**src/verilog/procyon_types.sv**
```systemverilog
// Procyon back end types
// Data, tag, opcode, CDB lane and dispatch/issue payload definitions.

`default_nettype none

package procyon_types;

    localparam int DATA_WIDTH = 32;
    localparam int TAG_WIDTH  = 6;
    localparam int CDB_DEPTH  = 2;   // One lane per functional unit.

    typedef logic [DATA_WIDTH-1:0] procyon_data_t;
    typedef logic [TAG_WIDTH-1:0]  procyon_tag_t;

    typedef enum logic [2:0] {
        OPCODE_ADD   = 3'd0,
        OPCODE_SUB   = 3'd1,
        OPCODE_AND   = 3'd2,
        OPCODE_OR    = 3'd3,
        OPCODE_XOR   = 3'd4,
        OPCODE_LOAD  = 3'd5,
        OPCODE_STORE = 3'd6
    } procyon_opcode_t;

    typedef struct packed {
        logic          en;
        procyon_tag_t  tag;
        procyon_data_t data;
    } procyon_cdb_t;

    typedef struct packed {
        procyon_opcode_t     opcode;
        procyon_tag_t        dst_tag;
        procyon_tag_t  [1:0] src_tag;
        procyon_data_t [1:0] src_data;
        logic          [1:0] src_rdy;
    } procyon_dispatch_t;

    // Payload from a station to its unit.
    typedef struct packed {
        procyon_opcode_t     opcode;
        procyon_tag_t        dst_tag;
        procyon_data_t [1:0] src_data;
    } procyon_issue_t;

endpackage

`default_nettype wire

```
**src/verilog/rs_switch.sv**
```systemverilog
// Reservation station switch
// Steers a dispatched instruction to the ALU or LSU station and
// bypasses source values from the CDB on the enqueue cycle.

`timescale 1ns/1ps
`default_nettype none

module rs_switch (
    input  procyon_types::procyon_cdb_t [procyon_types::CDB_DEPTH-1:0] i_cdb,

    input  logic                                i_rs_en,
    input  procyon_types::procyon_dispatch_t    i_rs_dispatch,
    input  logic [procyon_types::CDB_DEPTH-1:0] i_rs_stall,
    output logic [procyon_types::CDB_DEPTH-1:0] o_rs_en,
    output procyon_types::procyon_dispatch_t    o_rs_dispatch,
    output logic                                o_rs_stall
);

    import procyon_types::*;

    logic                      opcode_is_lsu;
    logic [CDB_DEPTH-1:0][1:0] cdb_bypass;     // Lane x source match.

    assign opcode_is_lsu = (i_rs_dispatch.opcode == OPCODE_LOAD) ||
                           (i_rs_dispatch.opcode == OPCODE_STORE);

    // Station 0 takes ALU ops, station 1 takes memory ops.
    assign o_rs_en    = {i_rs_en & opcode_is_lsu, i_rs_en & ~opcode_is_lsu};
    assign o_rs_stall = opcode_is_lsu ? i_rs_stall[1] : i_rs_stall[0];

    always_comb begin
        for (int cdb_idx = 0; cdb_idx < CDB_DEPTH; cdb_idx++) begin
            for (int src_idx = 0; src_idx < 2; src_idx++) begin
                cdb_bypass[cdb_idx][src_idx] =
                    i_cdb[cdb_idx].en &&
                    !i_rs_dispatch.src_rdy[src_idx] &&
                    (i_cdb[cdb_idx].tag == i_rs_dispatch.src_tag[src_idx]);
            end
        end
    end

    // A matching lane overrides a pending source with its value.
    always_comb begin
        o_rs_dispatch = i_rs_dispatch;
        for (int src_idx = 0; src_idx < 2; src_idx++) begin
            for (int cdb_idx = 0; cdb_idx < CDB_DEPTH; cdb_idx++) begin
                if (cdb_bypass[cdb_idx][src_idx]) begin
                    o_rs_dispatch.src_data[src_idx] = i_cdb[cdb_idx].data;
                    o_rs_dispatch.src_rdy[src_idx]  = 1'b1;
                end
            end
        end
    end

endmodule

`default_nettype wire

```
**src/verilog/reservation_station.sv**
```systemverilog
// Reservation station
// Holds waiting instructions, wakes pending sources from the CDB and
// issues ready entries to its functional unit, optionally in age order.

`timescale 1ns/1ps
`default_nettype none

module reservation_station #(
    parameter int RS_DEPTH = 4,
    parameter bit IN_ORDER = 1'b0
) (
    input  logic                                i_clk,
    input  logic                                i_arst_n,

    input  logic                                i_en,
    input  procyon_types::procyon_dispatch_t    i_dispatch,
    input  procyon_types::procyon_cdb_t [procyon_types::CDB_DEPTH-1:0] i_cdb,
    input  logic                                i_fu_busy,
    output logic                                o_full,
    output logic                                o_issue_en,
    output procyon_types::procyon_issue_t       o_issue
);

    import procyon_types::*;

    localparam int IDX_W = (RS_DEPTH > 1) ? $clog2(RS_DEPTH) : 1;
    localparam int AGE_W = $clog2(RS_DEPTH + 1);

    logic              [RS_DEPTH-1:0] entry_valid;
    logic [RS_DEPTH-1:0][AGE_W-1:0]   entry_age;    // 0 is the oldest.
    procyon_dispatch_t [RS_DEPTH-1:0] entries;
    logic              [RS_DEPTH-1:0] entry_rdy;
    logic                             issue_vld;
    logic [IDX_W-1:0]                 issue_idx;
    logic [IDX_W-1:0]                 free_idx;
    logic [AGE_W-1:0]                 valid_cnt;
    logic                             enq;

    always_comb begin
        issue_vld = 1'b0;
        issue_idx = '0;
        free_idx  = '0;
        valid_cnt = '0;
        // Walk downwards so the lowest index wins.
        for (int i = RS_DEPTH - 1; i >= 0; i--) begin
            entry_rdy[i] = entry_valid[i] & (&entries[i].src_rdy);
            if (entry_rdy[i] && (!IN_ORDER || (entry_age[i] == '0))) begin
                issue_vld = 1'b1;
                issue_idx = IDX_W'(i);
            end
            if (!entry_valid[i]) free_idx = IDX_W'(i);
            valid_cnt = valid_cnt + AGE_W'(entry_valid[i]);
        end
    end

    assign o_full     = &entry_valid;
    assign enq        = i_en & ~o_full;    // Source holds while stalled.
    assign o_issue_en = issue_vld & ~i_fu_busy;

    always_comb begin
        o_issue.opcode   = entries[issue_idx].opcode;
        o_issue.dst_tag  = entries[issue_idx].dst_tag;
        o_issue.src_data = entries[issue_idx].src_data;
    end

    // Occupancy and age order.
    always_ff @(posedge i_clk or negedge i_arst_n) begin
        if (!i_arst_n) begin
            entry_valid <= '0;
            entry_age   <= '0;
        end else begin
            for (int i = 0; i < RS_DEPTH; i++) begin
                if (o_issue_en && (IDX_W'(i) == issue_idx)) begin
                    entry_valid[i] <= 1'b0;
                end else if (o_issue_en && (entry_age[i] > entry_age[issue_idx])) begin
                    entry_age[i] <= entry_age[i] - 1'b1;  // Younger ones move up.
                end
            end
            if (enq) begin
                entry_valid[free_idx] <= 1'b1;
                entry_age[free_idx]   <= valid_cnt - AGE_W'(o_issue_en);
            end
        end
    end

    // Payload with CDB wakeup; a new entry overrides its slot.
    always_ff @(posedge i_clk) begin
        for (int i = 0; i < RS_DEPTH; i++) begin
            for (int s = 0; s < 2; s++) begin
                for (int c = 0; c < CDB_DEPTH; c++) begin
                    if (entry_valid[i] && !entries[i].src_rdy[s] && i_cdb[c].en &&
                        (i_cdb[c].tag == entries[i].src_tag[s])) begin
                        entries[i].src_data[s] <= i_cdb[c].data;
                        entries[i].src_rdy[s]  <= 1'b1;
                    end
                end
            end
        end
        if (enq) entries[free_idx] <= i_dispatch;
    end

endmodule

`default_nettype wire

```
**src/verilog/alu_unit.sv**
```systemverilog
// ALU functional unit
// Computes one operation per issue and drives its CDB lane for a cycle.

`timescale 1ns/1ps
`default_nettype none

module alu_unit (
    input  logic                           i_clk,
    input  logic                           i_arst_n,

    input  logic                           i_issue_en,
    input  procyon_types::procyon_issue_t  i_issue,
    output logic                           o_busy,
    output procyon_types::procyon_cdb_t    o_cdb
);

    import procyon_types::*;

    procyon_data_t result;
    logic          cdb_en;
    procyon_tag_t  cdb_tag;
    procyon_data_t cdb_data;

    always_comb begin
        case (i_issue.opcode)
            OPCODE_ADD: result = i_issue.src_data[0] + i_issue.src_data[1];
            OPCODE_SUB: result = i_issue.src_data[0] - i_issue.src_data[1];
            OPCODE_AND: result = i_issue.src_data[0] & i_issue.src_data[1];
            OPCODE_OR:  result = i_issue.src_data[0] | i_issue.src_data[1];
            OPCODE_XOR: result = i_issue.src_data[0] ^ i_issue.src_data[1];
            default:    result = '0;       // Memory ops never reach here.
        endcase
    end

    always_ff @(posedge i_clk or negedge i_arst_n) begin
        if (!i_arst_n) cdb_en <= 1'b0;
        else           cdb_en <= i_issue_en;  // One cycle per issue.
    end

    always_ff @(posedge i_clk) begin
        if (i_issue_en) begin
            cdb_tag  <= i_issue.dst_tag;
            cdb_data <= result;
        end
    end

    assign o_cdb  = '{en: cdb_en, tag: cdb_tag, data: cdb_data};
    assign o_busy = cdb_en;    // Result on the lane.

endmodule

`default_nettype wire

```
**src/verilog/lsu_unit.sv**
```systemverilog
// Load/store functional unit
// Reads or writes a small data memory and broadcasts the loaded or stored value.

`timescale 1ns/1ps
`default_nettype none

module lsu_unit #(
    parameter int DMEM_DEPTH = 16
) (
    input  logic                           i_clk,
    input  logic                           i_arst_n,

    input  logic                           i_issue_en,
    input  procyon_types::procyon_issue_t  i_issue,
    output logic                           o_busy,
    output procyon_types::procyon_cdb_t    o_cdb
);

    import procyon_types::*;

    localparam int ADDR_W = (DMEM_DEPTH > 1) ? $clog2(DMEM_DEPTH) : 1;

    procyon_data_t dmem [DMEM_DEPTH];
    logic [ADDR_W-1:0] addr;
    procyon_data_t result;
    logic          cdb_en;
    procyon_tag_t  cdb_tag;
    procyon_data_t cdb_data;

    assign addr = ADDR_W'(i_issue.src_data[0] % DMEM_DEPTH);  // Word address.

    always_comb begin
        case (i_issue.opcode)
            OPCODE_LOAD:  result = dmem[addr];
            OPCODE_STORE: result = i_issue.src_data[1];   // Store echoes its value.
            default:      result = '0;
        endcase
    end

    // Data memory, cleared on reset.
    always_ff @(posedge i_clk or negedge i_arst_n) begin
        if (!i_arst_n) begin
            for (int i = 0; i < DMEM_DEPTH; i++) begin
                dmem[i] <= '0;
            end
        end else if (i_issue_en && (i_issue.opcode == OPCODE_STORE)) begin
            dmem[addr] <= i_issue.src_data[1];
        end
    end

    always_ff @(posedge i_clk or negedge i_arst_n) begin
        if (!i_arst_n) cdb_en <= 1'b0;
        else           cdb_en <= i_issue_en;
    end

    always_ff @(posedge i_clk) begin
        if (i_issue_en) begin
            cdb_tag  <= i_issue.dst_tag;
            cdb_data <= result;
        end
    end

    assign o_cdb  = '{en: cdb_en, tag: cdb_tag, data: cdb_data};
    assign o_busy = cdb_en;

endmodule

`default_nettype wire

```
**src/verilog/procyon_backend.sv**
```systemverilog
// Procyon back end
// Switch, ALU and LSU reservation stations, their units and the two-lane CDB.

`timescale 1ns/1ps
`default_nettype none

module procyon_backend #(
    parameter int RS_DEPTH   = 4,
    parameter int DMEM_DEPTH = 16
) (
    input  logic                                i_clk,
    input  logic                                i_arst_n,

    input  logic                                i_dispatch_en,
    input  procyon_types::procyon_dispatch_t    i_dispatch,
    output logic                                o_dispatch_stall,
    output procyon_types::procyon_cdb_t [procyon_types::CDB_DEPTH-1:0] o_cdb
);

    import procyon_types::*;

    logic              [CDB_DEPTH-1:0] rs_en;
    logic              [CDB_DEPTH-1:0] rs_stall;     // Station full flags.
    procyon_dispatch_t                 rs_dispatch;
    logic              [CDB_DEPTH-1:0] issue_en;
    procyon_issue_t    [CDB_DEPTH-1:0] issue;
    logic              [CDB_DEPTH-1:0] fu_busy;

    rs_switch rs_switch_inst (
        .i_cdb         (o_cdb),
        .i_rs_en       (i_dispatch_en),
        .i_rs_dispatch (i_dispatch),
        .i_rs_stall    (rs_stall),
        .o_rs_en       (rs_en),
        .o_rs_dispatch (rs_dispatch),
        .o_rs_stall    (o_dispatch_stall)
    );

    // Station 0 feeds the ALU, station 1 the LSU in program order.
    for (genvar rs_idx = 0; rs_idx < CDB_DEPTH; rs_idx++) begin : gen_rs
        reservation_station #(
            .RS_DEPTH (RS_DEPTH),
            .IN_ORDER (rs_idx == 1)
        ) rs_inst (
            .i_clk      (i_clk),
            .i_arst_n   (i_arst_n),
            .i_en       (rs_en[rs_idx]),
            .i_dispatch (rs_dispatch),
            .i_cdb      (o_cdb),
            .i_fu_busy  (fu_busy[rs_idx]),
            .o_full     (rs_stall[rs_idx]),
            .o_issue_en (issue_en[rs_idx]),
            .o_issue    (issue[rs_idx])
        );
    end

    alu_unit alu_unit_inst (
        .i_clk      (i_clk),
        .i_arst_n   (i_arst_n),
        .i_issue_en (issue_en[0]),
        .i_issue    (issue[0]),
        .o_busy     (fu_busy[0]),
        .o_cdb      (o_cdb[0])
    );

    lsu_unit #(
        .DMEM_DEPTH (DMEM_DEPTH)
    ) lsu_unit_inst (
        .i_clk      (i_clk),
        .i_arst_n   (i_arst_n),
        .i_issue_en (issue_en[1]),
        .i_issue    (issue[1]),
        .o_busy     (fu_busy[1]),
        .o_cdb      (o_cdb[1])
    );

endmodule

`default_nettype wire

```
**config.mk**
```make
export PLATFORM = sky130hd
export DESIGN_NAME = procyon_backend
export DESIGN_NICKNAME = d
export VERILOG_FILES = /design/src/verilog/procyon_types.sv /design/src/verilog/rs_switch.sv /design/src/verilog/reservation_station.sv /design/src/verilog/alu_unit.sv /design/src/verilog/lsu_unit.sv /design/src/verilog/procyon_backend.sv
export SDC_FILE = /design/constraint.sdc
export NUM_CORES = 2
export LEC_CHECK = 0
export BUFFER_PORTS_ARGS = -buffer_cell sky130_fd_sc_hd__buf_4
export CORE_MARGIN = 2
export CORE_UTILIZATION = 45
export CTS_BUF_LIST = sky130_fd_sc_hd__clkbuf_2 sky130_fd_sc_hd__clkbuf_4 sky130_fd_sc_hd__clkbuf_8
export DETAILED_ROUTE_END_ITERATION = 10
export GPL_TIMING_DRIVEN = 0
export MAX_ROUTING_LAYER = met4
export PLACE_DENSITY = 0.63
export SETUP_SLACK_MARGIN = 0.5
export SYNTH_ARGS = -nofsm -noshare
export SYNTH_HDL_FRONTEND = slang
export SYNTH_SLANG_ARGS = --single-unit
```
**constraint.sdc**
```tcl
create_clock -name i_clk -period 16.3 [get_ports i_clk]
set_input_delay 3.26 -clock i_clk [delete_from_list [all_inputs] [get_ports i_clk]]
set_output_delay 3.26 -clock i_clk [all_outputs]
set_load 0.05 [all_outputs]
```
==> metrics.csv <==
metric,value,unit
fraction of layout cells with a size suffix above 1,16.4,%
gp weighted congestion,1.01,
Clock Latency Late Sink,990,ps
count of maximum capacitance violations,1,
status,"finished, violations left",
CTS Hold Buffers Added,0,
worst-path fanout max,10,
die area,0.146,mm2
Final setup viols,0,
DRC viols,0,
grt total ovfl,0,
Detailed Routing Iterations Pass 1,9,
chip height,382,um
Worst path max stage delay,810,ps
synth cell count leaders,"nand2_1 (1364), o21ai_0 (636), dfrtp_1 (534)",
P&R area growth vs syn,13.5,%
maximum clock frequency,0.105,GHz
via count,56000,
Synth area leaders,"dfrtp_1 (21%), dfxtp_1 (13%), edfxtp_1 (11%)",
Synth cell types,73,
Post-DP HPWL,197000,um
Detail Route Antenna Nets,0,
routed wire length,259000,um
Int Pwr,8.84,mW
final worst path period share,58.5,%
Net Sw Frac,50.1,%
RSZ-0062 raised after global routing,false,
crit path capture type,flop,
combinational power share,55.9,%
clock slew at reported path FFs,70,ps
"delay-heaviest family, CP",compound AO/OA/AOI/OAI gates,
Synth top area share,20.8,%
Main synth FF type,dfrtp_1,
maximum clock path buffer count,3,
Fillers,13300,
"Cell Area, Synth",0.0642,mm2
Finished Core Util,51.4,%
Lkg Pwr,34.5,nW
"count leader, synth",nand2_1,
IO Count,169,
crit path kind,reg -> reg,
Sink Count,1194,
pwr dens,243,mW/mm2
DP Area,0.0681,mm2
Sequential Area,0.0290,mm2
core region area,0.142,mm2
"Setup Fix Bufs, Post-CTS",0,
share of flip-flops with an asynchronous set or reset,44.7,%
die width,382,um
WL per Instance,28.1,um
Syn Area/Cell,9.48,um2
largest net degree at the start of global routing,125,
"area leader, netlist",dfrtp_1,
number of buffers created by CTS,209,
syn nets,6982,
post-synthesis sequential area ratio,45.2,%
final net count,7372,
CP max stage cell,o21ai_0,
antenna violations before repair,5,
Multi-input gate area,0.0322,mm2
Worst Path Buf+Inv,6,
sequential power share,26.4,%
Buffers on Ports,168,
Worst Tran Pin Value,1480,ps
Fin. Hold Viols,0,
first-pass GRT wire length,375000,um
part of the power in the clock network,17.7,%
CTS tree,yes,
design area,0.0728,mm2
"Slew Viols, Final",0,
NetSw,8.89,mW
# H-tree levels,4,
vias in the first global route,54700,
Worst Clk Skew,69.9,ps
CTS resizes,0,
cell count after synthesis,6770,
failing checks,capacitance limit,
Max-slew headroom,1.10,%
CP required,17020,ps
minimum clock period,9540,ps
Overall Global Routing Usage,35.9,%
cell row count,138,
"EDFF count, synth",244,
CP cell instances,"buf_2, nand3_1, clkbuf_1, clkbuf_1, clkbuf_1, o21ai_0, o21ai_0, clkbuf_1, nor2_1, nand2_1, buf_2, o21ai_0, xnor2_1, ha_1, nand3_1, nor4_1, o21ai_0, a21boi_0, nand4_1, a221oi_1, a41o_1, o41ai_1, xnor2_1, a21o_1",
"Data arrival, critical path",10250,ps
HP Class,reg -> reg,
initial DRC count,5868,
Startpoint Class,flop,
setup TNS,0,ps
warnings from Yosys,0,
Peak supply drop,0.231,mV
Initial Util,45.3,%
Synth Register Bits,1194,
Vias/cell,6.06,
CTS root buf,clkbuf_8,
## metal layers
metal  GRT usage [%]  vias to the layer above  wire (um)
li1                -                    25000          -
met1            43.4                    27500     102000
met2            56.0                     2706     119000
met3            6.18                      746      19900
met4            21.8                        0      17900
met5               -                        -          0
## worst reg2reg max path: cells and delay by family, from the launching register on
kind / cells / cell delay [ps]
buf+inv: 6 / 2710
simple gates: 6 / 2150
fa+ha+maj: 1 / 400
xor+xnor: 2 / 300
compound gates: 9 / 3390
flops: 1 / 360
## worst paths after layout
kind                                             startpoint                          to  slack, ps  depth (start not counted)
max                        gen_rs[0].rs_inst.entry_valid[0]  alu_unit_inst.cdb_data[31]       6760                         24
min                                   lsu_unit_inst.dmem[7]       lsu_unit_inst.dmem[7]        500                          1
max reg2reg                gen_rs[0].rs_inst.entry_valid[0]  alu_unit_inst.cdb_data[31]       6760                         24
min reg2reg                           lsu_unit_inst.dmem[7]       lsu_unit_inst.dmem[7]        500                          1
max in group asynchronous                          i_arst_n        alu_unit_inst.o_busy      11950                          4
min in group asynchronous                          i_arst_n      lsu_unit_inst.dmem[85]       2290                          1
## flip-flops by register name (all words and copies together) (netlist names)
register	flops
alu_unit_inst.cdb_data	32
gen_rs.rs_inst.entries	584
gen_rs.rs_inst.entry_age	12
lsu_unit_inst.o_busy	1
alu_unit_inst.o_busy	1
lsu_unit_inst.cdb_tag	6
alu_unit_inst.cdb_tag	6
lsu_unit_inst.cdb_data	32
gen_rs.rs_inst.entry_valid	8
lsu_unit_inst.dmem	512
## cells by family after synthesis
kind of cell    after synthesis  synth area share [%]
simple gates               1976                  13.4
compound gates             1449                  14.0
flops                      1194                  45.2
mux                         994                  16.5
buf+inv                     755                  4.62
xor+xnor                    280                  3.82
fa+ha+maj                   122                  2.41
## placed cells by master (no fill, tap or decap), types with 13 or more instances in the layout
| cell type | n |
|---|---|
| xnor2_1 | 121 |
| a21oi_1 | 144 |
| xor2_1 | 159 |
| o21ai_0 | 636 |
| nand3_1 | 197 |
| clkinv_2 | 20 |
| buf_1 | 68 |
| buf_4 | 169 |
| o31ai_1 | 17 |
| nor2_1 | 99 |
| clkbuf_4 | 76 |
| and4_1 | 44 |
| dfrtp_1 | 534 |
| dfxtp_1 | 416 |
| inv_1 | 167 |
| o32ai_1 | 22 |
| and3_1 | 61 |
| a21o_1 | 18 |
| a222oi_1 | 49 |
| mux2_2 | 513 |
| a22oi_1 | 27 |
| o211ai_1 | 274 |
| mux2i_1 | 481 |
| o221ai_1 | 16 |
| a31oi_1 | 78 |
| o21ai_1 | 39 |
| clkbuf_8 | 256 |
| buf_2 | 100 |
| nand4_1 | 62 |
| nand2_1 | 1364 |
| edfxtp_1 | 244 |
| ha_1 | 119 |
| nor3_1 | 75 |
| clkbuf_1 | 413 |
| a221oi_1 | 16 |
| and4b_1 | 13 |
| o22ai_1 | 39 |
## metrics by stage
stage / power (mW) / std cells / hold slack [ps] / setup slack (ps)
floorplan: 10.7 / 6770 / 479 / 8240
global route: 18.7 / 9231 / 512 / 6610
CTS: 17.5 / 9228 / 505 / 6800
finish: 17.7 / 9231 / 503 / 6760
detailed placement: 14.3 / 8839 / 492 / 6830
global placement: 14.2 / 8828 / 486 / 6010
## layout make-up
class | instances | share of cell area [%]
tap | 1890 | 3.25
sequential | 1194 | 39.8
buffer | 587 | 3.21
clock buffer | 332 | 5.62
timing repair buffer | 179 | 2.05
antenna | 3 | 0.0103
clock inverter | 57 | 0.895
inverter | 168 | 0.866
multi-input combinational | 4821 | 44.3
## power by group through the flow
stage	registers [mW]	clock network (mW)	logic [mW]
floorplan	4.70	0	5.95
global placement	4.69	0	9.53
detailed placement	4.69	0	9.66
CTS	4.64	3.17	9.72
global route	4.75	3.29	10.6
finish	4.69	3.13	9.90
No activity file was read; power rests on OpenSTA's default activity.
